[config.mk]
export PLATFORM = sky130hd
export DESIGN_NAME = mem_reader
export DESIGN_NICKNAME = d
export VERILOG_FILES = /design/src/verilog/mem_pkg.sv /design/src/verilog/mem_reader.sv
export VERILOG_INCLUDE_DIRS = /design/src /design/src/verilog
export SDC_FILE = /design/constraint.sdc
export NUM_CORES = 1
export LEC_CHECK = 0
export BUFFER_PORTS_ARGS = -buffer_cell sky130_fd_sc_hd__buf_2
export CELL_PAD_IN_SITES_DETAIL_PLACEMENT = 0
export CELL_PAD_IN_SITES_GLOBAL_PLACEMENT = 1
export CORE_UTILIZATION = 40
export CTS_CLUSTER_DIAMETER = 150
export CTS_CLUSTER_SIZE = 28
export DETAILED_ROUTE_END_ITERATION = 7
export PLACE_DENSITY = 0.91
export SLEW_MARGIN = 40
export SYNTH_ARGS = -nofsm -noshare
export SYNTH_HDL_FRONTEND = slang
export SYNTH_SLANG_ARGS = --single-unit
[constraint.sdc]
create_clock -name clk -period 3.5 [get_ports clk]
set_input_delay 0.7 -clock clk [delete_from_list [all_inputs] [get_ports clk]]
set_output_delay 0.7 -clock clk [all_outputs]
set_load 0.005 [all_outputs]
[src/verilog/mem_macros.svh]
//--------------------------------------------------------------------
// Width and depth macros for the data-memory access unit
// Word width, byte lanes, byte address width and RAM depth
//--------------------------------------------------------------------

`ifndef MEM_MACROS_SVH
`define MEM_MACROS_SVH

// Data word width of 32 or 16 bits
`define MEM_WORD_BITS 32

// Byte lanes per word
`define MEM_LANES (`MEM_WORD_BITS / 8)

// Byte address width
`define MEM_ADDR_BITS 10

// Words in the RAM, covering the whole byte address space
`define MEM_DEPTH_WORDS ((1 << `MEM_ADDR_BITS) / `MEM_LANES)

`endif

[src/verilog/mem_pkg.sv]
//--------------------------------------------------------------------
// Shared types of the data-memory access unit
// Access size and op enums, request, response and lane control
//--------------------------------------------------------------------

`include "mem_macros.svh"

package mem_pkg;

    // Bits of a bit shift within one word
    localparam int shift_bits = $clog2(`MEM_WORD_BITS) + 1;

    // Value is log2 of the byte count
    typedef enum logic [1:0] {
        size_byte = 2'd0,
        size_half = 2'd1,
        size_word = 2'd2
    } access_size_e;

    typedef enum logic {
        op_load  = 1'b0,
        op_store = 1'b1
    } mem_op_e;

    // Store data sits in the low lanes
    typedef struct packed {
        mem_op_e                   op;
        access_size_e              size;
        logic [`MEM_ADDR_BITS-1:0] addr;
        logic [`MEM_WORD_BITS-1:0] data;
    } mem_req_t;

    typedef struct packed {
        logic [`MEM_WORD_BITS-1:0] data;
        logic                      align_err;
        logic                      was_store;
    } mem_rsp_t;

    typedef struct packed {
        logic [`MEM_WORD_BITS-1:0] mask;
        logic [shift_bits-1:0]     shift;
        logic                      align_err;
    } lane_ctl_t;

endpackage

[src/verilog/mem_reader.sv]
//--------------------------------------------------------------------
// Load path of the access unit
// Captures a RAM word and moves the selected lanes down to bit 0
//--------------------------------------------------------------------

`timescale 1ns/100ps
`include "mem_macros.svh"

module mem_reader (
    input  logic                      clk,
    input  logic                      reset,
    input  logic                      capture,
    input  mem_pkg::lane_ctl_t        lane,
    input  logic [`MEM_WORD_BITS-1:0] ram_rdata,
    output logic [`MEM_WORD_BITS-1:0] load_data
);

    logic [`MEM_WORD_BITS-1:0] picked;

    // Masking first leaves the upper bits zero after the shift
    assign picked = ram_rdata & lane.mask;

    // Result stays put until the next capture
    always_ff @(posedge clk)
    begin
        if (!reset)
        begin
            load_data <= '0;
        end
        else if (capture)
        begin
            load_data <= picked >> lane.shift;
        end
    end

    // Misaligned accesses are answered without a RAM read
    capture_aligned: assert property (
        @(posedge clk) disable iff (!reset)
        capture |-> !lane.align_err
    ) else $error("reader capture on a misaligned access");

endmodule

-- After elaboration in Yosys (flattened, before gate mapping)
Index checks and enable logic that the tools add are counted.
- shift operators: 1
- bitwise gates (word level): 1
- operators by type and width (operator ; count):
    32-bit AND ; 1
    32-bit by 6-bit right shift with 32-bit output ; 1
- bits in registers: 32
- output and inout port bits: 32
- word-level logic and storage cells: 3

-- Depth between registers and ports, before layout
- depth in word-level cells: 2
- mapped depth: 7
- mapped depth without buffers: 5

-- Worst setup path before layout
Ideal clock, no wire load.
- path kind: input to register
- start point: in lane[1] (netlist name)
- end point: reg load_data[9]
- arrival time: 2.012 ns
- data required time: 3.369 ns
- setup slack: 1.357 ns
- cell stages on the path: 5
- buffers on the path: 1
- path through: buf_6 > mux4_2 > mux2_2 > a222oi_1 > a21oi_1
- longest elaborated chain between the ends: 1
- RTL lines (element ; line ; text):
    start: declaration ; mem_reader.sv:13 ; input mem_pkg::lane_ctl_t lane,
    32-bit by 6-bit right shift with 32-bit output ; mem_reader.sv:32 ; load_data <= picked >> lane.shift;
    end signal: assignment ; mem_reader.sv:32 ;
    end: declaration ; mem_reader.sv:15 ; output logic [`MEM_WORD_BITS-1:0] load_data
Every way passes these cells.
A chain may end at the register's enable or synchronous reset.

-- Worst setup path in the final report
- start point: in lane[2] (netlist name)
- end point: reg load_data[13]
The elaborated chain is that of the path after synthesis.

==> metrics <==
cell family with most CP delay buffers and inverters; DR iter-0 viols 473; Power Dens Cells 281 nW/um^2; antenna viol nets, final 0; CP required 3670 ps; P_sw 0.334 mW; Crit path buffers/inverters 1; GPL Wtd Cong 0.940; crit-path max cell delay 610 ps; cts hold-fix bufs 0; top cell type by total area after synthesis dfxtp_1; hold path startpoint load_data[19]; setup violators final 0; vias in the first global route 2903; status completed; Final Max Slew Viols 0; max_slew headroom 47.0%; pre-CTS WS 565 ps; TNS Setup 0 ps; total power 1.01 mW; Crit Reg-Reg Startpoint load_data[14]; Setup Fix Bufs, Post-CTS 0; Clock Skew 0 ps; final worst slack 977 ps; drt total wl 9450 microns; root buf cell clkbuf_8; hold path cells 2; crit path launch lane[2]; max reg flops 32; Static Leak 1.48 nW; biggest regs load_data (32); Area contributors post-synth dfxtp_1, mux4_2, nand2_1; sw frac 32.9%; initial core utilization 42.4%; IO buf count 104; Pre-antenna DRT Iters 5; slew at the pin closest to its max-slew limit 796 ps; Rows 30; # H-tree levels 2; sequential share of the synthesized area 21.6%; initial antenna violation count 0; Internal Power 0.681 mW; top-area cell type share of the netlist area 21.6%; DR vias/cell 6.19; most frequent cells in the layout buf_2, nand2_1, dfxtp_1, nor2_1, mux4_2; synth warn 0; WS Path Type in2reg; GRT Resource Usage Total 25.2%; Distinct cells, synth 53; post-synthesis register bit count 32; Post-synth EDFFs 0; Critical Path Sink Type flop; Die Wd 88.0 microns; Final Critical Period 2520 ps; share of async-settable or async-resettable flops after synthesis 0%; CORE AREA 6980 sq um; Post-Syn Nets 413; mapped cell area 2960 sq um; Primary FF master, synth dfxtp_1; clock share of power 30.1%; max-cap viol count 0; post-layout net count 504; slowest CP cell buf_2; capture point of the worst reg-to-reg path load_data[14]; r2r worst-path depth 3; Reg clk slew, reported paths 70 ps; fmax 396 MHz; VDD IR max 0.000106 V; Tcrit/Tclk final 72.1%; Hold Path End load_data[19]; # IOs 106; Post-Syn Instances 339; Area Growth Syn to Fin 21.9%; Layout Utilization 51.7%; Die ar. 7750 sq um; Worst EP arrival 2690 ps; clock tree from TritonCTS done; die span in y 88.0 microns; Comb pwr share 32.6%; fraction of layout cells with a size suffix above 1 36.7%; CP cell instances buf_2 -> nand4bb_1 -> nand4_1 -> mux4_2 -> o211ai_1 -> a21oi_1; number of remaining DRC errors 0; largest net degree at the start of global routing 48; Worst path depth 6; Worst Path Max Fanout 47; clk sinks 32; TritonCTS Buffers 5; diode count 0; Biggest register load_data; sequential share of power 37.3%; Final Hold Fails 0; Hold WC Path Type reg2reg; first-pass GRT wire length 14900 microns; R2R Setup Slk 2510 ps; commonest non-fill, non-tap cell in the layout buf_2; CTS-repair resized insts 0; startpoint types input pin; Vias 3261; Clk Latency, worst-skew pair 290 ps; RSZ-0062 raised after global routing false; syn avg cell area 8.73 sq um; final global-route overflow total 0; average wire per standard cell 17.9 microns; DP HPWL 7180 microns; CTS Buffer Depth 2
## cells by family (layout without fill, tap and decap cells)
| kind of cell | Yosys count | in the layout | share of synthesized area, % |
|---|---|---|---|
| and+or+nand+nor | 145 | 145 | 24.8 |
| buffers and inverters | 31 | 123 | 4.99 |
| muxes | 53 | 53 | 30.1 |
| AOI/OAI and AO/OA | 78 | 78 | 18.5 |
| DFF | 32 | 32 | 21.6 |
## cell type report
cell class / instances / area (sq um)
Inverter: 5 / 18.8
Tap cell: 96 / 120
Timing Repair Buffer: 110 / 568
Clock buffer: 8 / 90.1
Multi-Input combinational cell: 276 / 2170
Fill cell: 703 / 3370
Sequential cell: 32 / 641
## synthesized netlist by cell type (5+ instances only)
cell / n
a21oi_1: 14
a22oi_1: 9
and2_1: 5
buf_2: 10
clkbuf_1: 13
dfxtp_1: 32
mux2_2: 8
mux2i_1: 17
mux4_2: 28
nand2_1: 60
nand3_1: 8
nand4_1: 8
nand4b_1: 10
nand4bb_1: 5
nor2_1: 30
nor3_1: 5
o211ai_1: 6
o21ai_0: 13
o22ai_1: 9
## power groups by stage
stage / Clock (mW) / Combinational, mW / Sequential [mW]
after global placement: 0 / 0.321 / 0.387
after floorplan: 0 / 0.212 / 0.387
after detailed placement: 0 / 0.323 / 0.387
after global routing: 0.321 / 0.357 / 0.380
final: 0.305 / 0.331 / 0.379
after CTS: 0.306 / 0.324 / 0.379
## layer usage
metal / global-route usage, % / part of all wire [%] / vias to the layer above / wire (microns)
met5: 0 / 0 / - / 0
met4: 7.33 / 1.3 / 0 / 123
met3: 3.68 / 8.6 / 17 / 813
met2: 39.7 / 46 / 196 / 4390
met1: 35.9 / 44 / 1548 / 4120
li1: - / - / 1500 / -
## worst reg2reg max path, stage by stage, from the launching register on
cell	delay, ps
dfxtp_1	310
nor2b_1	160
nor4_1	300
nor3_1	100
## worst max path at each step
| stage | endpoint | slack, ps |
|---|---|---|
| CTS | load_data[9] | 870 |
| detailed placement | load_data[9] | 560 |
| global route | load_data[7] | 830 |
| global placement | load_data[9] | 560 |
| finish | load_data[13] | 980 |
| floorplan | load_data[9] | 1360 |
## through the flow
step,hold WS (ps),std cells,area (sq um)
2_1_floorplan,435,339,2960
3_3_place_gp,423,519,3520
3_5_place_dp,435,519,3520
4_1_cts,444,527,3610
5_1_grt,467,527,3610
6_report,440,527,3610
Power figures use the tool's default switching activity.
