==> config.mk <==
export PLATFORM = sky130hd
export DESIGN_NAME = mem_writer
export DESIGN_NICKNAME = d
export VERILOG_FILES = /design/src/verilog/mem_pkg.sv /design/src/verilog/mem_writer.sv
export VERILOG_INCLUDE_DIRS = /design/src /design/src/verilog
export SDC_FILE = /design/constraint.sdc
export NUM_CORES = 1
export LEC_CHECK = 0
export BUFFER_PORTS_ARGS = -buffer_cell sky130_fd_sc_hd__buf_2
export CAP_MARGIN = 20
export CORE_MARGIN = 5
export CORE_UTILIZATION = 40
export CTS_CLUSTER_DIAMETER = 150
export DETAILED_ROUTE_END_ITERATION = 6
export PLACE_DENSITY = 0.67
export SLEW_MARGIN = 30
export SYNTH_ARGS = -nofsm -noshare
export SYNTH_HDL_FRONTEND = slang
export SYNTH_SLANG_ARGS = --single-unit
==> constraint.sdc <==
create_clock -name clk -period 5.01 [get_ports clk]
set_clock_uncertainty 0.15 [all_clocks]
set_input_delay 0 -clock clk [delete_from_list [all_inputs] [get_ports clk]]
set_output_delay 0 -clock clk [all_outputs]
set_load 0.02 [all_outputs]
==> src/verilog/mem_macros.svh <==
//--------------------------------------------------------------------
// Width and depth macros for the data-memory access unit
// Word width, byte lanes, byte address width and RAM depth
//--------------------------------------------------------------------

`ifndef MEM_MACROS_SVH
`define MEM_MACROS_SVH

// Data word width of 32 or 16 bits
`define MEM_WORD_BITS 32

// Byte lanes per word
`define MEM_LANES (`MEM_WORD_BITS / 8)

// Byte address width
`define MEM_ADDR_BITS 10

// Words in the RAM, covering the whole byte address space
`define MEM_DEPTH_WORDS ((1 << `MEM_ADDR_BITS) / `MEM_LANES)

`endif

==> src/verilog/mem_pkg.sv <==
//--------------------------------------------------------------------
// Shared types of the data-memory access unit
// Access size and op enums, request, response and lane control
//--------------------------------------------------------------------

`include "mem_macros.svh"

package mem_pkg;

    // Bits of a bit shift within one word
    localparam int shift_bits = $clog2(`MEM_WORD_BITS) + 1;

    // Value is log2 of the byte count
    typedef enum logic [1:0] {
        size_byte = 2'd0,
        size_half = 2'd1,
        size_word = 2'd2
    } access_size_e;

    typedef enum logic {
        op_load  = 1'b0,
        op_store = 1'b1
    } mem_op_e;

    // Store data sits in the low lanes
    typedef struct packed {
        mem_op_e                   op;
        access_size_e              size;
        logic [`MEM_ADDR_BITS-1:0] addr;
        logic [`MEM_WORD_BITS-1:0] data;
    } mem_req_t;

    typedef struct packed {
        logic [`MEM_WORD_BITS-1:0] data;
        logic                      align_err;
        logic                      was_store;
    } mem_rsp_t;

    typedef struct packed {
        logic [`MEM_WORD_BITS-1:0] mask;
        logic [shift_bits-1:0]     shift;
        logic                      align_err;
    } lane_ctl_t;

endpackage

==> src/verilog/mem_writer.sv <==
//--------------------------------------------------------------------
// Store path of the access unit
// Merges the store lanes into the old RAM word
//--------------------------------------------------------------------

`timescale 1ns/100ps
`include "mem_macros.svh"

module mem_writer (
    input  logic                      clk,
    input  logic                      reset,
    input  logic                      merge,
    input  mem_pkg::lane_ctl_t        lane,
    input  logic [`MEM_WORD_BITS-1:0] old_word,
    input  logic [`MEM_WORD_BITS-1:0] store_data,
    output logic [`MEM_WORD_BITS-1:0] merged_word
);

    logic [`MEM_WORD_BITS-1:0] kept;
    logic [`MEM_WORD_BITS-1:0] placed;

    // Lanes outside the access come from the old word
    assign kept = old_word & ~lane.mask;

    // Store data moves up into the addressed lanes
    assign placed = (store_data << lane.shift) & lane.mask;

    always_ff @(posedge clk)
    begin
        if (!reset)
        begin
            merged_word <= '0;
        end
        else if (merge)
        begin
            merged_word <= kept | placed;
        end
    end

endmodule

==> Word-level counts from Yosys, hierarchy flattened <==
Index checks and enable logic that the tools add are counted.
{ "word_totals": {"output_inout_bits": 32, "input_bits": 106, "wordCells": 6, "regBits": 32} }
{ "op_classes": {"shift": 1, "bitwise_logic": 4} }
{ "op_table": {"columns": ["op", "count"], "rows": [
  ["32-bit AND", 2],
  ["32-bit NOT", 1],
  ["32-bit OR", 1],
  ["32-bit by 6-bit << shifter with 32-bit output", 1]
]} }

==> Depth between registers and ports, before layout <==
Gate-level depths: netlist of run 1.
{ "logic_depth": {"word_depth": 3, "mapped_depth": 9, "mapped_depth_nobuf": 5} }

==> Worst setup path after synthesis of run 1 <==
Ideal clock, no wire load.
{ "synth_path": {"path_type": "input to register", "from": "input port lane[1] in the netlist's numbering", "to": "register merged_word[26]", "required_time_ps": 4723, "slack_ps": 3184, "stages": 7, "t_arrival_ps": 1539, "setup_time_ps": 137, "path_buffers": 3, "path_cell_list": "buf_6 > buf_12 > buf_12 > mux4_2 > mux4_2 > mux2i_1 > a31oi_1"} }
{ "synth_via": {"elab_chain_len": 3} }
{ "synth_lines": {"columns": ["element", "line", "source"], "rows": [
  ["start, declared", "mem_writer.sv:13", "input mem_pkg::lane_ctl_t lane,"],
  ["32-bit by 6-bit << shifter with 32-bit output", "mem_writer.sv:26", "assign placed = (store_data << lane.shift) & lane.mask;"],
  ["32-bit AND", "mem_writer.sv:26", null],
  ["32-bit OR", "mem_writer.sv:36", "merged_word <= kept | placed;"],
  ["end signal, assigned", "mem_writer.sv:36", null],
  ["end, declared", "mem_writer.sv:16", "output logic [`MEM_WORD_BITS-1:0] merged_word"]
]} }
Every way passes these cells.
A chain may end at the register's enable or synchronous reset.

==> Worst setup path in the final report of run 1 <==
{ "layout_path": {"from": "input port lane[1] in the netlist's numbering", "to": "register merged_word[30]"} }
The elaborated chain is that of the path after synthesis.

==> run_results.csv, run 1 <==
group,metric,value,unit
finish,post-route-cell-area,5000,sq um
worst_setup_path,worst_setup_slack_for_register_to_register_paths,3.49,ns
placement,dp.final_hpwl,9140,um
logic_synthesis,gate_count_post_synth,409,
finish,filler_cell_count,772,
logic_synthesis,synth.distinct_cells,57,
sta,worst_slew_pin_slew,0.661,ns
sta,final.setup.tns,0,ns
route,route.antenna.remaining_nets,0,
clock_network,largest_buffer_count_on_any_clock_path,2,
finish,registers.top_by_ff_count,"merged_word",
finish,number_of_antenna_cells_inserted,0,
placement,port_bufs,136,
placement,placer_s_final_routability_congestion_estimate,0.856,
logic_synthesis,register_bit_count_reported_by_yosys,32,
floorplanning,design.die.area,11000,sq um
job,timing.max_cap.violations,0,
logic_synthesis,syn_area_per_cell,8.80,sq um
min_path,worst_hold_path.endpoint,"merged_word[0]$_SDFFE_PN0P_",
global_route,antenna_found_initial,0,
global_route,grt_first_pass_wirelength,20900,um
logic_synthesis,synth_top_family_by_area,"multiplexers",
global_route,globalRouteOverflowTotal,0,
finish,biggest_regs,"merged_word x32",
finish,drive_gt1_share,32.6,%
route,wl_per_cell,18.5,um
finish,combined_area_of_the_multi_input_logic_cells,2680,sq um
logic_synthesis,seq_area_frac_synth,17.8,%
run_status,run_status,"complete, no violations",
route,dr_vias_cell,5.97,
logic_synthesis,post_synth_xor_xnor_area,0,%
clock_network,cts_inserted_buffers,5,
placement,pre_cts_ws,2.26,ns
worst_setup_path,worst-path-max-fanout,33,
floorplanning,floorplan.initialDensity,41.1,%
min_path,min-delay-path-class,"in -> reg",
sta,max_slew_margin,55.9,%
sta,rsz_0062_raised_after_global_routing,"no",
worst_setup_path,critPathRequiredTime,5.08,ns
logic_synthesis,yosysWarningCount,0,
logic_synthesis,postSynthNetCount,515,
logic_synthesis,synth_edf_count,0,
floorplanning,floorplan.rows,34,
finish,seq_area,641,sq um
clock_network,clk-insertion-delay-late,0.29,ns
logic_synthesis,compound_gate_fraction_of_synth_area,21.7,%
logic_synthesis,synth_top_flop_cell,"dfxtp_1",
route,via_count,4143,
worst_setup_path,r2r.worst_path.cells,5,
power_and_ir_drop,p_leak,2.18,nW
sta,drv_slew,0,
finish,largest_register_ff_count,32,
route,route.final.wire_length,12800,um
power_and_ir_drop,vdd_ir_drop_max,117,uV
logic_synthesis,yosys.area_share.adder,0,%
sta,max_clock_freq,332,MHz
worst_setup_path,timing.rr.start,"merged_word[24]$_SDFFE_PN0P_",
worst_setup_path,buffer_and_inverter_count_on_the_worst_path,3,
worst_setup_path,worst_path_max_delay_cell,"dlygate4sd3_1",
floorplanning,design.portCount,138,
worst_setup_path,sort_of_element_at_the_end_of_the_critical_path,"flip-flop",
global_route,first_global_vias,4105,
sta,setup-violations-final,0,
clock_network,post_cts_setup_buffer_count,0,
worst_setup_path,timing.critical_path.max_delay_family,"buffers and inverters",
logic_synthesis,async_reset_ff_share,0,%
worst_setup_path,crit_path_cell_trace,"buf_2 -> buf_4 -> mux2i_1 -> mux4_2 -> o221ai_1 -> or3b_1 -> o311ai_1 -> dlygate4sd3_1",
route,drt-pass1-iter-count,5,
clock_network,clock-sinks,32,
finish,finalCoreUtilization,57.0,%
sta,layout_min_cycle_time,3.02,ns
min_path,min-delay-start,"old_word[0]",
clock_network,clock_pin_slew_on_the_worst_setup_and_hold_paths,0.08,ns
worst_setup_path,worstPathArrival,3.09,ns
worst_setup_path,max_stage_delay,0.59,ns
placement,post_dp_cell_area,4220,sq um
sta,final-hold-violation-count,0,
clock_network,cts_root_buffer,"clkbuf_8",
route,drt_iter0_drc,378,
logic_synthesis,synth_simple_gate_area_share,18.0,%
finish,layout_stage_area_growth_over_the_synthesis_result,38.9,%
worst_setup_path,critical_path.reg2reg.endpoint,"merged_word[24]$_SDFFE_PN0P_",
floorplanning,core-area,8760,sq um
logic_synthesis,post_synth_instance_area,3600,sq um
logic_synthesis,muxShareOfSynthArea,34.8,%
floorplanning,die_height,105,um
sta,post_layout_worst_setup_margin,1.99,ns
route,remaining_drc_errors,0,
floorplanning,die_width,105,um
global_route,maximum_number_of_pins_on_one_net_before_global_route_repair,72,
min_path,min_path_cells,5,
finish,nNetsFinal,691,
worst_setup_path,nature_of_the_critical_path_startpoint,"primary input",
worst_setup_path,critical_path_class,"in -> reg",
sta,final_min_period_over_clock_period,60.2,%
clock_network,cts.htree.levels,2,
clock_network,clock_tree_from_tritoncts,"built",
power_and_ir_drop,power.density_cell_area,180,nW/um^2
global_route,grt_usage,22.8,%
==> worst max path at each step <==
stage,start,endpoint,slack (ns),cells after the start
3_5_place_dp,lane[1],merged_word[30]$_SDFFE_PN0P_,2.26,7
6_report,lane[1],merged_word[30]$_SDFFE_PN0P_,1.99,8
3_3_place_gp,lane[1],merged_word[30]$_SDFFE_PN0P_,2.32,7
4_1_cts,lane[1],merged_word[28]$_SDFFE_PN0P_,2.02,8
5_1_grt,lane[1],merged_word[28]$_SDFFE_PN0P_,1.75,8
2_1_floorplan,lane[1],merged_word[26]$_SDFFE_PN0P_,3.18,7
==> Yosys cell counts, drive strengths merged, types with 6 or more instances <==
library cell | instances | area share (%)
o21ai | 26 | 3.6
mux2 | 7 | 2.2
a31oi | 21 | 3.6
nor2 | 14 | 1.5
nand3 | 15 | 2.1
inv | 14 | 1.5
mux4 | 38 | 24
clkbuf | 14 | 1.5
buf | 24 | 4.7
o311ai | 6 | 1.5
nand2b | 14 | 2.4
dfxtp | 32 | 18
nor2b | 17 | 3.0
o22ai | 8 | 1.4
mux2i | 31 | 8.7
o211a | 6 | 1.7
a21oi | 17 | 2.4
nand2 | 51 | 5.3
==> per-stage QoR <==
| step | total power [mW] | std cells | hold WS [ns] |
|---|---|---|---|
| after floorplan | 0.521 | 409 | -0.0331 |
| after global placement | 0.634 | 617 | 0.111 |
| after detailed placement | 0.639 | 617 | 0.110 |
| after CTS | 0.894 | 694 | 0.00452 |
| after global routing | 0.946 | 694 | 0.0905 |
| final | 0.900 | 694 | 0.0107 |
==> logic make-up after synthesis <==
group                  Yosys count
multiplexers                    76
buffers and inverters           53
flip-flops                      32
AND/OR/NAND/NOR                132
AO/OA/AOI/OAI                  116
==> power breakdown <==
part	switching [mW]	internal [mW]
Combinational	0.212	0.196
Clock	0.0991	0.112
Sequential	0.00843	0.272
Total	0.319	0.580
==> per-layer routing <==
metal / routed length (um) / vias up / track usage, %
li1: - / 1943 / -
met1: 5590 / 1948 / 32.4
met5: 0 / - / 0
met4: 298 / 0 / 6.21
met3: 1120 / 25 / 4.19
met2: 5820 / 227 / 35.6
==> tightest hold or removal path: stages <==
cell	delay (ns)
buf_2	0.08
nor2b_1	0.12
a31oi_1	0.05
nand2_1	0.06
o211a_1	0.12
==> repair_timing <==
action | CTS | global route
resized for setup | 0 | 0
hold buffers | 69 | 0
hold endpoints to repair | 32 | 0
endpoints found under the setup margin | 0 | 0
==> final cells by class <==
| class | count | area share, % |
|---|---|---|
| multi-input combinational | 324 | 53.7 |
| inverter | 15 | 1.13 |
| timing repair buffer | 207 | 27.9 |
| tap | 108 | 2.70 |
| clock buffer | 8 | 1.80 |
| sequential | 32 | 12.8 |
==> layout by cell type, fill, tap and decap left out, types with 3 or more instances in the layout <==
master,netlist,final
a211oi_1,3,3
a21oi_1,17,17
a31oi_1,21,21
and2_1,3,3
buf_2,15,133
buf_4,1,5
clkbuf_8,0,6
dfxtp_1,32,32
dlygate4sd3_1,0,69
inv_1,13,13
mux2_2,7,7
mux2i_1,30,30
mux4_2,37,37
nand2_1,51,51
nand2b_1,14,14
nand3_1,15,15
nand4_1,3,3
nor2_1,14,14
nor2b_1,17,17
nor3_1,5,5
o2111ai_1,5,5
o211a_1,6,6
o211ai_1,5,5
o21ai_0,23,23
o21ai_1,3,3
o221ai_1,4,4
o22ai_1,8,8
o311ai_1,4,4
Note: power is estimated with default switching activity, not from simulation.
==> run 2, diff against run 1 <==
PLACE_DENSITY = 0.7   (was 0.67)
clock period = 2.5 ns   (was 5.01 ns; I/O delays follow)
==> run_results.csv, run 2 (same netlist as run 1, synthesis figures left out) <==
group,metric,value,unit
sta,max_slew_margin,57.6,%
global_route,grt_first_pass_wirelength,21200,um
clock_network,clock_tree_from_tritoncts,"built",
sta,final-hold-violation-count,0,
global_route,first_global_vias,4186,
clock_network,cts_inserted_buffers,5,
clock_network,cts_root_buffer,"clkbuf_8",
finish,nNetsFinal,704,
sta,rsz_0062_raised_after_global_routing,"no",
worst_setup_path,worst-path-max-fanout,10,
worst_setup_path,sort_of_element_at_the_end_of_the_critical_path,"flip-flop",
floorplanning,die_height,105,um
floorplanning,design.portCount,138,
run_status,run_status,"complete, no violations",
global_route,globalRouteOverflowTotal,0,
finish,biggest_regs,"merged_word x32",
power_and_ir_drop,vdd_ir_drop_max,212,uV
sta,finalHoldWorstSlack,0.00690,ns
finish,layout_common_cells,"134 x buf_2, 68 x dlygate4sd3_1, 51 x nand2_1",
route,route.antenna.remaining_nets,0,
route,dr_vias_cell,6.05,
finish,largest_register_ff_count,32,
worst_setup_path,timing.critical_path.max_delay_family,"buffers and inverters",
floorplanning,die_width,105,um
route,wl_per_cell,19.1,um
sta,drv_slew,0,
sta,setup-violations-final,0,
sta,final_min_period_over_clock_period,93.5,%
sta,max_clock_freq,428,MHz
power_and_ir_drop,report.power.total,1.97,mW
route,route.final.wire_length,13500,um
finish,layout_stage_area_growth_over_the_synthesis_result,43.6,%
floorplanning,core-area,8760,sq um
sta,layout_min_cycle_time,2.34,ns
global_route,grt_usage,23.4,%
finish,number_of_antenna_cells_inserted,0,
floorplanning,floorplan.initialDensity,41.1,%
worst_setup_path,critPathRequiredTime,2.52,ns
placement,port_bufs,136,
clock_network,clock_pin_slew_on_the_worst_setup_and_hold_paths,0.07,ns
global_route,maximum_number_of_pins_on_one_net_before_global_route_repair,52,
sta,worst_slew_pin_slew,0.631,ns
route,drt_iter0_drc,395,
power_and_ir_drop,power.density_cell_area,380,nW/um^2
min_path,min-delay-path-class,"in -> reg",
worst_setup_path,max_stage_delay,0.56,ns
route,drt-pass1-iter-count,5,
finish,drive_gt1_share,34.7,%
clock_network,clock-sinks,32,
clock_network,clk-insertion-delay-late,0.29,ns
placement,placer_s_final_routability_congestion_estimate,0.865,
floorplanning,design.die.area,11000,sq um
floorplanning,floorplan.rows,34,
worst_setup_path,nature_of_the_critical_path_startpoint,"primary input",
clock_network,largest_buffer_count_on_any_clock_path,2,
route,via_count,4277,
clock_network,cts.htree.levels,2,
worst_setup_path,buffer_and_inverter_count_on_the_worst_path,3,
finish,final_common_cell,"buf_2",
finish,registers.top_by_ff_count,"merged_word",
worst_setup_path,crit_path_cell_trace,"clkbuf_4 -> buf_4 -> mux4_2 -> mux2i_2 -> o22ai_1 -> o311ai_1 -> nand2_1 -> dlygate4sd3_1",
worst_setup_path,worst_path_max_delay_cell,"dlygate4sd3_1",
placement,dp.final_hpwl,9860,um
worst_setup_path,worstPathArrival,2.35,ns
worst_setup_path,critical_path_class,"in -> reg",
power_and_ir_drop,p_leak,2.27,nW
sta,final.setup.tns,0,ns
route,remaining_drc_errors,0,
global_route,antenna_found_initial,0,
job,timing.max_cap.violations,0,
[run 2: area by class of cell]
type | count | area, sq um
Inverter | 15 | 56.3
Tap cell | 108 | 135
Multi-Input combinational cell | 324 | 2690
Timing Repair Buffer | 220 | 1520
Sequential cell | 32 | 641
Fill cell | 737 | 3590
Clock buffer | 7 | 96.3
Clock inverter | 1 | 30.0
[run 2: tightest hold or removal path, delay by kind of cell]
kind	cells	cell delay (ns)
AO/OA/AOI/OAI	2	0.17
buffers and inverters	1	0.08
AND/OR/NAND/NOR	2	0.17
[run 2: worst paths after layout]
path              slack, ns                            to  depth (start not counted)                         start
setup / recovery       0.16  merged_word[31]$_SDFFE_PN0P_                          8                       lane[1]
hold / removal        0.007   merged_word[0]$_SDFFE_PN0P_                          5                   old_word[0]
setup reg to reg       0.99  merged_word[24]$_SDFFE_PN0P_                          5  merged_word[24]$_SDFFE_PN0P_
hold reg to reg        0.33   merged_word[2]$_SDFFE_PN0P_                          1   merged_word[2]$_SDFFE_PN0P_
[run 2: per-stage QoR]
stage | setup WS (ns) | utilization (%) | area [sq um] | std cells
after global routing | 0.00857 | 59.0 | 5170 | 707
final | 0.163 | 59.0 | 5170 | 707
after floorplan | 0.674 | - | 3600 | 409
after detailed placement | 0.287 | 49.7 | 4350 | 631
after global placement | 0.353 | 49.7 | 4350 | 631
after CTS | 0.0426 | 58.9 | 5160 | 707
[run 2: metal layers]
metal | routed length (um) | track usage [%] | vias up | part of all wire, %
li1 | - | - | 1968 | -
met4 | 414 | 8.40 | 0 | 3.1
met1 | 5500 | 31.9 | 2011 | 41
met5 | 0 | 0 | - | 0
met3 | 1420 | 4.99 | 36 | 10
met2 | 6180 | 36.6 | 262 | 46
[run 2: power breakdown]
part / leakage, nW / internal [mW] / total [mW] / switching [mW]
clock: 0.0645 / 0.352 / 0.551 / 0.199
combinational: 1.95 / 0.412 / 0.850 / 0.438
sequential: 0.265 / 0.546 / 0.564 / 0.0187
[run 2: repair_timing]
action	in CTS	in global routing
setup buffers	0	0
hold endpoints to repair	31	0
setup endpoints to repair	0	4
hold buffers	68	0
resized for setup	0	3
==> run 3, diff against run 2 <==
PLACE_DENSITY = 0.79   (was 0.7)
==> run_results.csv, run 3 (same netlist as run 1, synthesis figures left out) <==
group,metric,value,unit
run_status,run_status,"complete, no violations",
finish,nNetsFinal,704,
floorplanning,die_width,105,um
finish,filler_cell_count,739,
clock_network,cts_root_buffer,"clkbuf_8",
global_route,first_global_vias,4220,
worst_setup_path,worstPathArrival,2.40,ns
finish,final_common_cell,"buf_2",
route,route.final.wire_length,13500,um
power_and_ir_drop,netSwitchingFraction,33.4,%
power_and_ir_drop,power.density_cell_area,379,nW/um^2
worst_setup_path,sort_of_element_at_the_end_of_the_critical_path,"flip-flop",
power_and_ir_drop,vdd_ir_drop_max,191,uV
power_and_ir_drop,clockPowerShare,28.2,%
sta,finalHoldWorstSlack,0.00414,ns
clock_network,cts.htree.levels,2,
worst_setup_path,worst-path-max-fanout,12,
floorplanning,die_height,105,um
worst_setup_path,critical_path_class,"in -> reg",
placement,port_bufs,136,
route,dr_vias_cell,6.11,
clock_network,clock_tree_from_tritoncts,"built",
worst_setup_path,critPathRequiredTime,2.53,ns
clock_network,clk-insertion-delay-late,0.28,ns
route,route.antenna.remaining_nets,0,
global_route,grt_usage,23.8,%
power_and_ir_drop,report.power.total,1.97,mW
floorplanning,design.portCount,138,
sta,layout_min_cycle_time,2.36,ns
finish,drive_gt1_share,34.6,%
worst_setup_path,nature_of_the_critical_path_startpoint,"primary input",
placement,placer_s_final_routability_congestion_estimate,0.910,
finish,biggest_regs,"merged_word x32",
clock_network,clock-sinks,32,
floorplanning,design.die.area,11000,sq um
finish,finalCoreUtilization,59.2,%
power_and_ir_drop,power.net_switching,0.657,mW
power_and_ir_drop,p_leak,2.28,nW
sta,drv_slew,0,
sta,setup-violations-final,0,
global_route,grt_first_pass_wirelength,21800,um
sta,final_min_period_over_clock_period,94.5,%
global_route,maximum_number_of_pins_on_one_net_before_global_route_repair,44,
clock_network,cts_inserted_buffers,5,
global_route,globalRouteOverflowTotal,0,
floorplanning,floorplan.initialDensity,41.1,%
route,wl_per_cell,19.1,um
placement,dp.final_hpwl,9580,um
sta,max_slew_margin,63.1,%
route,remaining_drc_errors,0,
global_route,antenna_found_initial,0,
route,drt_iter0_drc,437,
finish,registers.top_by_ff_count,"merged_word",
sta,worst_slew_pin_slew,0.549,ns
clock_network,largest_buffer_count_on_any_clock_path,2,
clock_network,clock_pin_slew_on_the_worst_setup_and_hold_paths,0.08,ns
min_path,min-delay-path-class,"in -> reg",
sta,post_layout_worst_setup_margin,0.138,ns
power_and_ir_drop,power_frac_comb,43.2,%
sta,max_clock_freq,423,MHz
placement,pre_cts_ws,0.322,ns
finish,largest_register_ff_count,32,
finish,layout_common_cells,"134 x buf_2, 70 x dlygate4sd3_1, 51 x nand2_1",
finish,number_of_antenna_cells_inserted,0,
sta,final-hold-violation-count,0,
finish,layout_stage_area_growth_over_the_synthesis_result,44.1,%
floorplanning,floorplan.rows,34,
job,timing.max_cap.violations,0,
route,via_count,4319,
power_and_ir_drop,internal-power,1.31,mW
route,drt-pass1-iter-count,7,
power_and_ir_drop,power.sequential.fraction,28.6,%
floorplanning,core-area,8760,sq um
run 3: critical path, stage by stage:
cell and delay [ns]:
clkbuf_4 0.21, buf_6 0.19, mux2i_1 0.47, mux4_2 0.34, nand2b_1 0.10, a32o_1 0.29, a32o_1 0.25, dlygate4sd3_1 0.55
run 3: worst paths after layout:
check / end / slack [ns] / startpoint / cells after the start
min reg2reg: merged_word[2]$_SDFFE_PN0P_ / 0.35 / merged_word[2]$_SDFFE_PN0P_ / 1
min: merged_word[1]$_SDFFE_PN0P_ / 0.004 / old_word[1] / 5
max: merged_word[28]$_SDFFE_PN0P_ / 0.14 / lane[1] / 8
max reg2reg: merged_word[24]$_SDFFE_PN0P_ / 0.42 / merged_word[24]$_SDFFE_PN0P_ / 6
run 3: metal layers:
layer	wire [um]	track usage, %	vias up	share of wire (%)
li1	-	-	1967	-
met1	5500	32.9	2040	41
met2	6370	38.3	276	47
met3	1300	4.01	36	9.6
met4	352	7.03	0	2.6
met5	0	0	-	0
run 3: layout make-up:
class	instances	area [sq um]	area share (%)
Multi-Input combinational cell	324	2690	51.9
Timing Repair Buffer	220	1540	29.6
Sequential cell	32	641	12.3
Tap cell	108	135	2.60
Clock buffer	7	96.3	1.86
Inverter	15	56.3	1.09
Clock inverter	1	30.0	0.579
run 3: timing repair:
item	in CTS	in global routing
resized for setup	0	5
endpoints found under the hold margin	32	0
setup buffers	0	0
hold buffers	70	0
endpoints found under the setup margin	0	6
run 3: through the flow:
| stage | cell area, sq um | setup TNS (ns) | cells |
|---|---|---|---|
| 3_5_place_dp | 4320 | 0 | 628 |
| 3_3_place_gp | 4320 | 0 | 628 |
| 2_1_floorplan | 3600 | 0 | 409 |
| 6_report | 5190 | 0 | 707 |
| 5_1_grt | 5190 | -0.0231 | 707 |
| 4_1_cts | 5140 | 0 | 706 |
run 3: power by group through the flow:
stage	combinational, mW	sequential, mW	clock, mW
floorplan	0.428	0.617	0
global placement	0.712	0.572	0
detailed placement	0.725	0.575	0
CTS	0.820	0.563	0.560
global route	0.914	0.567	0.579
finish	0.850	0.564	0.555
