$ cat config.mk
export PLATFORM = sky130hd
export DESIGN_NAME = mem_access_seq
export DESIGN_NICKNAME = d
export VERILOG_FILES = /design/src/verilog/mem_pkg.sv /design/src/verilog/lane_shift_mask.sv /design/src/verilog/mem_access_seq.sv
export VERILOG_INCLUDE_DIRS = /design/src /design/src/verilog
export SDC_FILE = /design/constraint.sdc
export NUM_CORES = 1
export LEC_CHECK = 0
export ABC_AREA = 1
export BUFFER_PORTS_ARGS = -buffer_cell sky130_fd_sc_hd__buf_2
export CAP_MARGIN = 10
export CELL_PAD_IN_SITES_DETAIL_PLACEMENT = 1
export CELL_PAD_IN_SITES_GLOBAL_PLACEMENT = 2
export CORE_UTILIZATION = 24
export DETAILED_ROUTE_END_ITERATION = 8
export PLACE_DENSITY_LB_ADDON = 0.3
export SKIP_LAST_GASP = 1
export SYNTH_ARGS = -nofsm -noshare
export SYNTH_HDL_FRONTEND = slang
export SYNTH_SLANG_ARGS = --single-unit
export TNS_END_PERCENT = 30
$ cat constraint.sdc
create_clock -name clk -period 6.5 [get_ports clk]
set_input_delay 1.3 -clock clk [delete_from_list [all_inputs] [get_ports clk]]
set_output_delay 1.3 -clock clk [all_outputs]
set_load 0.05 [all_outputs]
$ cat src/verilog/mem_macros.svh
//--------------------------------------------------------------------
// Width and depth macros for the data-memory access unit
// Word width, byte lanes, byte address width and RAM depth
//--------------------------------------------------------------------

`ifndef MEM_MACROS_SVH
`define MEM_MACROS_SVH

// Data word width of 32 or 16 bits
`define MEM_WORD_BITS 32

// Byte lanes per word
`define MEM_LANES (`MEM_WORD_BITS / 8)

// Byte address width
`define MEM_ADDR_BITS 10

// Words in the RAM, covering the whole byte address space
`define MEM_DEPTH_WORDS ((1 << `MEM_ADDR_BITS) / `MEM_LANES)

`endif

$ cat src/verilog/mem_pkg.sv
//--------------------------------------------------------------------
// Shared types of the data-memory access unit
// Access size and op enums, request, response and lane control
//--------------------------------------------------------------------

`include "mem_macros.svh"

package mem_pkg;

    // Bits of a bit shift within one word
    localparam int shift_bits = $clog2(`MEM_WORD_BITS) + 1;

    // Value is log2 of the byte count
    typedef enum logic [1:0] {
        size_byte = 2'd0,
        size_half = 2'd1,
        size_word = 2'd2
    } access_size_e;

    typedef enum logic {
        op_load  = 1'b0,
        op_store = 1'b1
    } mem_op_e;

    // Store data sits in the low lanes
    typedef struct packed {
        mem_op_e                   op;
        access_size_e              size;
        logic [`MEM_ADDR_BITS-1:0] addr;
        logic [`MEM_WORD_BITS-1:0] data;
    } mem_req_t;

    typedef struct packed {
        logic [`MEM_WORD_BITS-1:0] data;
        logic                      align_err;
        logic                      was_store;
    } mem_rsp_t;

    typedef struct packed {
        logic [`MEM_WORD_BITS-1:0] mask;
        logic [shift_bits-1:0]     shift;
        logic                      align_err;
    } lane_ctl_t;

endpackage

$ cat src/verilog/lane_shift_mask.sv
//--------------------------------------------------------------------
// Lane mask, bit shift and alignment check for one access
//--------------------------------------------------------------------

`timescale 1ns/100ps
`include "mem_macros.svh"

module lane_shift_mask (
    input  logic [`MEM_ADDR_BITS-1:0] addr,
    input  mem_pkg::access_size_e     size,
    output mem_pkg::lane_ctl_t        lane
);

    localparam int lane_log2 = $clog2(`MEM_LANES);

    logic [1:0]                size_log2;
    logic [lane_log2-1:0]      offset;
    logic [lane_log2-1:0]      low_mask;
    logic [`MEM_LANES-1:0]     lane_sel;
    logic [`MEM_LANES-1:0]     lane_hit;
    logic [`MEM_WORD_BITS-1:0] bit_mask;

    // A word access on a narrow word covers just the whole word
    assign size_log2 = (size > lane_log2) ? 2'(lane_log2) : size;
    assign offset = addr[lane_log2-1:0];

    always_comb
    begin
        for (int i = 0; i < lane_log2; i++)
            low_mask[i] = (i < size_log2);
        for (int i = 0; i < `MEM_LANES; i++)
            lane_sel[i] = (i < (1 << size_log2));
        lane_hit = lane_sel << offset;
        // One lane bit becomes eight mask bits
        for (int i = 0; i < `MEM_LANES; i++)
            bit_mask[8*i +: 8] = {8{lane_hit[i]}};
    end

    assign lane = '{mask: bit_mask,
                    shift: {1'b0, offset, 3'b000},
                    align_err: |(offset & low_mask)};

endmodule

$ cat src/verilog/mem_access_seq.sv
//--------------------------------------------------------------------
// Access sequencer of the data-memory unit
// Request and response handshakes, RAM read and read-modify-write,
// alignment rejection
//--------------------------------------------------------------------

`timescale 1ns/100ps
`include "mem_macros.svh"

module mem_access_seq (
    input  logic                      clk,
    input  logic                      reset,
    input  logic                      req_valid,
    output logic                      req_ready,
    input  mem_pkg::mem_req_t         req,
    output logic                      rsp_valid,
    input  logic                      rsp_ready,
    output mem_pkg::mem_rsp_t         rsp,
    output mem_pkg::lane_ctl_t        lane,
    output logic                      capture,
    output logic                      merge,
    output logic [`MEM_WORD_BITS-1:0] store_data,
    input  logic [`MEM_WORD_BITS-1:0] load_data,
    input  logic [`MEM_WORD_BITS-1:0] merged_word,
    output logic                      ram_en,
    output logic                      ram_we,
    output logic [`MEM_ADDR_BITS-1:0] ram_addr,
    output logic [`MEM_WORD_BITS-1:0] ram_wdata
);

    typedef enum logic [2:0] {
        st_idle,
        st_read,
        st_capture,
        st_write,
        st_respond
    } state_e;

    state_e            state;
    mem_pkg::mem_req_t req_q;
    mem_pkg::mem_rsp_t rsp_q;
    mem_pkg::mem_rsp_t rsp_next;
    logic              is_store;
    logic              rsp_load;

    lane_shift_mask lsm0 (
        .addr (req_q.addr),
        .size (req_q.size),
        .lane (lane)
    );

    assign is_store = (req_q.op == mem_pkg::op_store);

    // Misaligned accesses respond straight from the read state
    // Aligned ones settle for one cycle in respond before rsp_valid
    assign rsp_load = (state == st_read && lane.align_err) ||
                      (state == st_respond && !rsp_valid);

    always_comb
    begin
        rsp_next.align_err = lane.align_err;
        rsp_next.was_store = is_store;
        rsp_next.data = '0;
        if (!is_store && !lane.align_err)
            rsp_next.data = load_data;
    end

    always_ff @(posedge clk)
    begin
        if (!reset)
        begin
            state <= st_idle;
            rsp_valid <= 1'b0;
        end
        else
        begin
            case (state)
                st_idle:
                    if (req_valid)
                        state <= st_read;
                st_read:
                    state <= lane.align_err ? st_respond : st_capture;
                st_capture:
                    state <= is_store ? st_write : st_respond;
                st_write:
                    state <= st_respond;
                st_respond:
                    if (rsp_valid && rsp_ready)
                        state <= st_idle;
                default:
                    state <= st_idle;
            endcase

            if (rsp_load)
                rsp_valid <= 1'b1;
            else if (rsp_valid && rsp_ready)
                rsp_valid <= 1'b0;
        end
    end

    // Request and response payloads
    always_ff @(posedge clk)
    begin
        if (req_valid && req_ready)
            req_q <= req;
        if (rsp_load)
            rsp_q <= rsp_next;
    end

    assign req_ready = (state == st_idle);
    assign rsp = rsp_q;

    // Reader or writer works in the cycle after the RAM read
    assign capture = (state == st_capture) && !is_store;
    assign merge = (state == st_capture) && is_store;
    assign store_data = req_q.data;

    assign ram_en = (state == st_read && !lane.align_err) || (state == st_write);
    assign ram_we = (state == st_write);
    assign ram_addr = req_q.addr;
    assign ram_wdata = merged_word;

    we_needs_en: assert property (
        @(posedge clk) disable iff (!reset)
        ram_we |-> ram_en
    ) else $error("RAM write enable without RAM enable");

    rsp_held: assert property (
        @(posedge clk) disable iff (!reset)
        rsp_valid && !rsp_ready |=> rsp_valid && $stable(rsp)
    ) else $error("response changed while stalled");

endmodule

== Word-level counts from Yosys, hierarchy flattened ==
Cells that the tools add are included.

* Output and inout port bits: 153
* Register bits: 83

* Bitwise gates (word level): 1
* Mux-type cells: 8
* Shift operators: 2
* Reductions and logical operators: 17
* Magnitude comparators: 7
* Equal/unequal tests: 6

{| class="wikitable"
|+ Operator list
! operator !! count
|-
| 3-bit by 32-bit less-than comparator with 1-bit output (first input constant) || 2
|-
| 1-bit by 32-bit less-than comparator with 1-bit output (first input constant) || 1
|-
| 2-bit by 32-bit less-than comparator with 1-bit output (first input constant) || 1
|-
| 1-bit by 2-bit left shift with 32-bit output (first input constant) || 1
|-
| 3-bit case mux with 5 select lines || 1
|-
| 3-bit 2-to-1 mux || 4
|-
| 1-bit logical AND || 8
|-
| 3-bit by 2-bit equality test with 1-bit output (second input constant) || 2
|-
| 1-bit by 2-bit less-than comparator with 1-bit output (first input constant) || 2
|-
| 4-bit by 2-bit left shift with 4-bit output || 1
|-
| 3-bit by 1-bit equality test with 1-bit output (second input constant) || 1
|-
| 3-bit equality test (second input constant) || 1
|-
| 1-bit zero test || 3
|-
| 3-bit zero test || 1
|-
| 2-bit bitwise AND || 1
|-
| 2-bit greater-than comparator (second input constant) || 1
|-
| 1-bit logical OR || 2
|-
| 1-bit 2-to-1 mux || 2
|-
| 2-bit 2-to-1 mux || 1
|-
| 2-bit by 1-bit != test with 1-bit output (second input constant) || 1
|-
| 2-bit != test (second input constant) || 1
|-
| 2-bit AND reduction || 1
|-
| 2-bit nonzero test || 1
|-
| 2-bit OR reduction || 1
|}

== Logic depth before layout (Yosys ltp) ==
Gate-level depths: netlist (run 1).

* Depth in word-level cells: 8
* Depth in mapped cells: 7

== By module ==
From an unflattened synthesis (run 1), not the netlist that was laid out.

* Cell total of the unflattened synthesis: 313
* Area total of the unflattened synthesis: 3779.9 um^2

{| class="wikitable"
|+ By module, submodules not included
! module !! times used !! area each (um^2) !! cells each
|-
| mem_access_seq || 1 || 3452.1 || 264
|-
| lane_shift_mask || 1 || 327.8 || 49
|}

== Worst setup path before layout (run 1) ==
Ideal clock, no wire load.

* Kind: input-to-reg
* From: in req_valid
* To: reg req_q (netlist bit is_store) (enable)
* Cell stages on the path: 2
* Buffers on the path: 0
* Data required time: 6.052 ns
* Path slack: 2.834 ns
* Arrival: 3.218 ns
* Cell sequence: inv_1 -> nor2_1

* Cells in the longest elaborated chain, start to end: 1

{| class="wikitable"
|+ RTL lines
! element !! line !! RTL
|-
| from (decl) || mem_access_seq.sv:13 || <nowiki>input logic req_valid,</nowiki>
|-
| 1-bit logical AND || mem_access_seq.sv:104 || <nowiki>if (req_valid && req_ready)</nowiki>
|-
| to (signal assigned) || mem_access_seq.sv:105 || <nowiki>req_q <= req;</nowiki>
|-
| to (decl) || mem_access_seq.sv:40 || <nowiki>mem_pkg::mem_req_t req_q;</nowiki>
|}

No other way between the ends.
A chain may end at the register's enable or synchronous reset.

==> results.sh, run 1 <==
export IMPL_antenna_violating_nets_post_route=0
export IMPL_fin_crit_sh=0.456
export IMPL_starting_drc_count_in_detailed_routing=72
export IMPL_synth_area_leaders="sky130_fd_sc_hd__edfxtp_1 67%, sky130_fd_sc_hd__buf_4 14%, sky130_fd_sc_hd__nor2_2 5.3%, sky130_fd_sc_hd__inv_1 4.6%, sky130_fd_sc_hd__dfxtp_1 2.3%"
export IMPL_number_of_vias_in_the_routed_layout=2258
export IMPL_min_delay_path_class="reg2reg"
export IMPL_postSynth_asyncResetShare=0
export IMPL_seqPwrFrac=0.324
export IMPL_finish_net_count=519
export IMPL_post_synth_xor_area_fraction=0
export IMPL_post_cts_resized_instances=0
export IMPL_synthesized_area_fraction_occupied_by_ao_oa_aoi_and_oai_cells=0.0128
export IMPL_cts_buffers=9
export IMPL_cts_clk_slew_worst_paths_ns=0.06
export IMPL_crit_required_ns=5.20
export IMPL_number_of_antenna_violations_at_the_first_check_in_global_routing=0
export IMPL_power_density_cell_area_nw_per_um2=585
export IMPL_clock_path_buffers=2
export IMPL_total_leakage_power_nw=2.11
export IMPL_cts_tree="done"
export IMPL_placed_cells_incl_taps=574
export IMPL_synth_top_cell_area_share=0.674
export IMPL_synth_ff_type="sky130_fd_sc_hd__edfxtp_1"
export IMPL_setup_viol=0
export IMPL_synthesis_area_per_instance_um2=13.4
export IMPL_rows=43
export IMPL_cts_hold_buffers_added=0
export IMPL_drive_above_1_share=0.611
export IMPL_flow_area_growth_from_synthesis_pct=29.2
export IMPL_initial_utilization=0.250
export IMPL_placeableCoreArea_um2=14100
export IMPL_synth_mux_area_fraction=0
export IMPL_worst_setup_path_start_kind="register"
export IMPL_detail_route_vias_per_cell=3.82
export IMPL_ys_seq_area_frac=0.697
export IMPL_last_weighted_congestion_value_of_the_routability_driven_placer=0.689
export IMPL_maxCapViolCount=0
export IMPL_setup_total_negative_slack_ns=0
export IMPL_io_buffer_count=197
export IMPL_yosys_cell_count_top_type="sky130_fd_sc_hd__edfxtp_1"
export IMPL_non_filler_cells_in_the_finished_layout=591
export IMPL_grt_first_pass_wirelength_um=11300
export IMPL_relSlewSlack=0.415
export IMPL_critical_path_arrival_ns=1.66
export IMPL_place_detailed_hpwl_um=6100
export IMPL_die_h_um=123
export IMPL_maxClockFrequency_ghz=0.338
export IMPL_timing_final_max_slew_violations=0
export IMPL_largest_net_degree_at_the_start_of_global_routing=46
export IMPL_synthesis_yosys_warnings=0
export IMPL_cts_root_buffer_cell="sky130_fd_sc_hd__clkbuf_16"
export IMPL_post_synth_num_cell_types=22
export IMPL_hold_viol_final=0
export IMPL_track_usage=0.103
export IMPL_cp_max_fo=8
export IMPL_final_util=0.323
export IMPL_die_width_um=123
export IMPL_cts_max_level=3
export IMPL_post_synth_inst_count=263
export IMPL_setup_worst_path_end_class="output pin"
export IMPL_yosys_area_share_simple=0.0924
export IMPL_comb_power_frac=0.480
export IMPL_drc=0
export IMPL_mappedNetlistArea_um2=3520
export IMPL_met3_usage=0.0526
export IMPL_rsz_0062_raised_after_global_routing="no"
export IMPL_power_net_switching_mw=1.34
export IMPL_total_routed_length_um=8040
export IMPL_filler_cell_count=1616
export IMPL_vdd_drop_max_uv=193
export IMPL_globalRouteOverflowTotal=0
export IMPL_insertion_delay_ns=0.33
export IMPL_layout_min_cycle_time_ns=2.96
export IMPL_power_switching_fraction=0.502
export IMPL_detailedRoute_firstPassIterationCount=4
export IMPL_skew_ns=0.00761
export IMPL_main_combinational_cell_family_by_area_after_synthesis="buffers and inverters"
export IMPL_cts_num_sinks=83
export IMPL_postCtsSetupRepairBufs=0
export IMPL_groute_layer_met2_usage=0.163
export IMPL_flip_flop_and_latch_count_after_synthesis=83
export IMPL_grt_pass1_vias=2188
export IMPL_number_of_enable_type_register_cells_in_the_synthesized_netlist=79
export IMPL_antenna_cells_inserted=0
export IMPL_groute_layer_met1_usage=0.108
export IMPL_status="completed"
export IMPL_die_area_um2=15200
export IMPL_max_slew_worst_pin_slew_ns=0.874
export IMPL_clock_power_share=0.195
export IMPL_gr_max_usage_layer="met2"
export IMPL_p_int_mw=1.32
export IMPL_wl_per_cell_um=13.6
export IMPL_total_power_mw=2.66
export IMPL_worstSetupPathType="reg2out"
export IMPL_yosys_top_cells_count="79 x sky130_fd_sc_hd__edfxtp_1, 66 x sky130_fd_sc_hd__buf_4, 43 x sky130_fd_sc_hd__inv_1, 30 x sky130_fd_sc_hd__nor2_2, 9 x sky130_fd_sc_hd__nor2_1"
export IMPL_post_synth_top_area_cell="sky130_fd_sc_hd__edfxtp_1"
export IMPL_floorplan_io_pins=266
export IMPL_area_share_of_fa_ha_maj_cells_after_synthesis=0
-- area by class of cell --
cell class                 instances  area (um2)  share of cell area
timing repair buffer             198        1010               0.221
multi-input combinational         70         395              0.0869
inverter                          44         165              0.0363
sequential                        83        2450               0.539
clock inverter                     7        80.1              0.0176
clock buffer                       9         225              0.0495
tap                              180         225              0.0495
-- stage by stage --
stage | hold slack, ns | setup WS [ns] | instance area, um2
floorplan | 0.497 | 2.83 | 3530
global placement | 0.565 | 3.70 | 4220
detailed placement | 0.559 | 3.67 | 4220
CTS | 0.570 | 3.48 | 4530
global route | 0.623 | 3.37 | 4550
finish | 0.562 | 3.54 | 4550
-- placed cells by master, fill, tap and decap left out, drive strengths merged --
master    instances
clkinv            1
nand2            10
dfxtp             4
o211ai            2
clkinvlp          1
clkbuf            9
nor4              1
o22ai             1
a21oi             2
conb              4
or2               1
nor3              2
nand4             3
o21ai             2
edfxtp           79
nor2             39
buf             198
inv              48
bufinv            1
nand3             3
-- power groups by stage --
| stage | Combinational (mW) | Clock (mW) | Sequential [mW] |
|---|---|---|---|
| 2_1_floorplan | 0.616 | 0 | 1.39 |
| 3_3_place_gp | 1.28 | 0 | 0.874 |
| 3_5_place_dp | 1.28 | 0 | 0.880 |
| 4_1_cts | 1.28 | 0.544 | 0.871 |
| 5_1_grt | 1.35 | 0.556 | 0.882 |
| 6_report | 1.28 | 0.520 | 0.863 |
-- worst paths after layout --
| path | startpoint | end | slack, ns | cells after the start |
|---|---|---|---|---|
| worst min register to register | state[1]$_SDFFE_PN0P_ | state[1]$_SDFFE_PN0P_ | 0.56 | 2 |
| worst max-delay path | ram_addr[1]$_DFFE_PP_ | lane[27] | 3.54 | 3 |
| worst min-delay path | state[1]$_SDFFE_PN0P_ | state[1]$_SDFFE_PN0P_ | 0.56 | 2 |
| worst max register to register | state[2]$_SDFFE_PN0P_ | rsp[17]$_SDFFCE_PN0P_ | 4.58 | 5 |
-- critical path: stages (launching register included) --
cell and delay, ns:
sky130_fd_sc_hd__edfxtp_1 0.46, sky130_fd_sc_hd__nor2_1 0.09, sky130_fd_sc_hd__o22ai_1 0.41, sky130_fd_sc_hd__buf_2 0.36
-- state kept, by name, indices dropped and copies added, names as in the netlist --
name / count
state: 3
ram_addr: 10
store_data: 32
rsp: 34
is_store: 1
req_q: 2
rsp_valid: 1
-- cell families after synthesis --
logic type,count (synthesis)
buf+inv,113
flops,83
simple gates,59
compound gates,7
other cells,1
-- routing by layer --
metal	share of wire	wire, um
met1	0.39	3130
met2	0.46	3720
met3	0.13	1070
met4	0.016	130
met5	0	0
Power figures use the tool's default switching activity.
==> run 2: changes to the inputs <==
- CORE_UTILIZATION: 24 -> 23
- clock period: 6.5 -> 2.9 ns (I/O delays scaled with it)
==> run 2 against run 1 <==
Sequential share of layout area down 0.15 points. Core utilization down 1.4 points. Critical path depth unchanged. Design area up 0.28%. Wire length down 1.3%. Largest power group unchanged. Clock power up 130%. Register-to-register slack worse by 3.4 ns. Clock-buffer cell count unchanged. Non-clock buffer count up 1. Critical endpoint is now lane[28]. Global-route usage down 0.091 points. Sequential power up 120%.
==> results.sh, run 2 (same netlist as run 1, synthesis figures left out) <==
export IMPL_maxClockFrequency_ghz=0.444
export IMPL_cts_num_sinks=83
export IMPL_max_slew_worst_pin_slew_ns=0.570
export IMPL_detailedRoute_firstPassIterationCount=4
export IMPL_timing_final_max_slew_violations=0
export IMPL_most_common_library_cell_in_the_layout_ignoring_fill_and_taps="sky130_fd_sc_hd__buf_2"
export IMPL_layout_min_cycle_time_ns=2.25
export IMPL_detail_route_vias_per_cell=3.82
export IMPL_io_buffer_count=197
export IMPL_path_cells="nor2_1 -> o22ai_1 -> buf_2"
export IMPL_power_density_cell_area_nw_per_um2=1310
export IMPL_drive_above_1_share=0.612
export IMPL_timing_critical_path_buf_inv=1
export IMPL_largest_net_degree_at_the_start_of_global_routing=46
export IMPL_cp_max_fo=8
export IMPL_critical_path_arrival_ns=1.67
export IMPL_non_filler_cells_in_the_finished_layout=596
export IMPL_number_of_vias_in_the_routed_layout=2278
export IMPL_cts_root_buffer_cell="sky130_fd_sc_hd__clkbuf_16"
export IMPL_layout_common_cells="197 x sky130_fd_sc_hd__buf_2, 79 x sky130_fd_sc_hd__edfxtp_1, 43 x sky130_fd_sc_hd__inv_1"
export IMPL_cts_hold_buffers_added=0
export IMPL_max_reg_flops=34
export IMPL_vdd_drop_max_uv=368
export IMPL_clock_path_buffers=2
export IMPL_grt_pass1_vias=2227
export IMPL_worst_path_dominant_cell_family="flip-flops"
export IMPL_setup_viol=0
export IMPL_rows=44
export IMPL_number_of_antenna_violations_at_the_first_check_in_global_routing=0
export IMPL_cts_max_level=3
export IMPL_min_delay_path_class="in2reg"
export IMPL_cts_tree="done"
export IMPL_antenna_violating_nets_post_route=0
export IMPL_crit_reg2reg_capture="rsp[8]$_SDFFCE_PN0P_"
export IMPL_worstSetupPathType="reg2out"
export IMPL_setup_total_negative_slack_ns=0
export IMPL_flow_area_growth_from_synthesis_pct=29.6
export IMPL_track_usage=0.102
export IMPL_cts_clk_slew_worst_paths_ns=0.07
export IMPL_die_h_um=126
export IMPL_rsz_0062_raised_after_global_routing="no"
export IMPL_setup_worst_path_end_class="output pin"
export IMPL_grt_first_pass_wirelength_um=12000
export IMPL_die_width_um=126
export IMPL_last_weighted_congestion_value_of_the_routability_driven_placer=0.706
export IMPL_antenna_cells_inserted=0
export IMPL_worst_hold_startpoint="req[19]"
export IMPL_total_routed_length_um=7940
export IMPL_worstHoldPathCells=1
export IMPL_cp_slowest_stage_delay_ns=0.47
export IMPL_place_detailed_hpwl_um=5930
export IMPL_insertion_delay_ns=0.34
export IMPL_globalRouteOverflowTotal=0
export IMPL_post_cts_resized_instances=0
export IMPL_maxCapViolCount=0
export IMPL_cts_buffers=9
export IMPL_total_leakage_power_nw=2.12
export IMPL_postCtsSetupRepairBufs=0
export IMPL_r2r_worst_path_cells=6
export IMPL_fin_crit_sh=0.777
export IMPL_finish_net_count=520
export IMPL_hold_path_end="store_data[19]$_DFFE_PP_"
export IMPL_hold_viol_final=0
export IMPL_worst_setup_path_start_kind="register"
export IMPL_wl_per_cell_um=13.3
export IMPL_total_power_mw=6.00
export IMPL_die_area_um2=15800
export IMPL_rrSetupSlack_ns=1.21
export IMPL_starting_drc_count_in_detailed_routing=101
export IMPL_initial_utilization=0.239
export IMPL_drc=0
export IMPL_floorplan_io_pins=266
export IMPL_placed_cells_incl_taps=580
export IMPL_filler_cell_count=1676
export IMPL_crit_required_ns=2.32
export IMPL_crit_reg2reg_launch="state[2]$_SDFFE_PN0P_"
export IMPL_skew_ns=0.00903
export IMPL_placeableCoreArea_um2=14800
export IMPL_relSlewSlack=0.620
export IMPL_critical_path_slowest_cell="sky130_fd_sc_hd__edfxtp_1"
export IMPL_status="completed"
==> run 2: changes by cell type in the layout (fill, tap and decap cells not counted), sizes merged <==
cell | before | now
buf | 198 | 199
clkinv | 1 | 2
clkinvlp | 1 | 0
==> run 2: worst register-to-register path, cell delays in order (launching register included) <==
cell                      delay (ns)
sky130_fd_sc_hd__dfxtp_1        0.34
sky130_fd_sc_hd__inv_1          0.13
sky130_fd_sc_hd__nand2_1        0.11
sky130_fd_sc_hd__nor2_1         0.13
sky130_fd_sc_hd__nand2_1        0.12
sky130_fd_sc_hd__nand2_2        0.07
sky130_fd_sc_hd__buf_4          0.40
==> run 2: routing by layer <==
layer / wire (um) / vias up / track usage
met1: 3190 / 1059 / 0.113
li1: - / 1071 / -
met3: 911 / 13 / 0.0459
met5: 0 / - / 0
met2: 3720 / 135 / 0.163
met4: 122 / 0 / 0.0531
==> run 2: area by class of cell <==
class / instances / area, um2 / share of cell area
clock buffers: 9 / 225 / 0.0494
multi-input cells: 70 / 395 / 0.0867
flip-flops and latches: 83 / 2450 / 0.538
inverters: 44 / 165 / 0.0362
clock inverters: 7 / 92.6 / 0.0203
well taps: 184 / 230 / 0.0505
repair buffers: 199 / 1000 / 0.219
==> run 2: worst max path at each step <==
| stage | start | endpoint | slack, ns | cells after the start |
|---|---|---|---|---|
| global route | ram_addr[1]$_DFFE_PP_ | lane[26] | 0.52 | 3 |
| finish | ram_addr[1]$_DFFE_PP_ | lane[28] | 0.65 | 3 |
| floorplan | ram_addr[0]$_DFFE_PP_ | lane[24] | 0.08 | 3 |
| detailed placement | ram_addr[1]$_DFFE_PP_ | lane[28] | 1.01 | 3 |
| global placement | ram_addr[1]$_DFFE_PP_ | lane[24] | 1.08 | 3 |
| CTS | ram_addr[1]$_DFFE_PP_ | lane[28] | 0.61 | 3 |
==> run 2: power breakdown <==
| group | internal [mW] | total (mW) | switching, mW |
|---|---|---|---|
| Combinational | 0.463 | 2.85 | 2.39 |
| Sequential | 1.82 | 1.93 | 0.114 |
| Clock | 0.692 | 1.21 | 0.520 |
==> run 2: stage by stage <==
stage	util	setup slack (ns)	instance area (um2)	hold WS (ns)
CTS	0.309	0.605	4560	0.387
global route	0.309	0.524	4560	0.383
global placement	0.288	1.08	4240	0.560
detailed placement	0.288	1.01	4240	0.573
finish	0.309	0.645	4560	0.413
floorplan	-	0.0789	3530	0.497
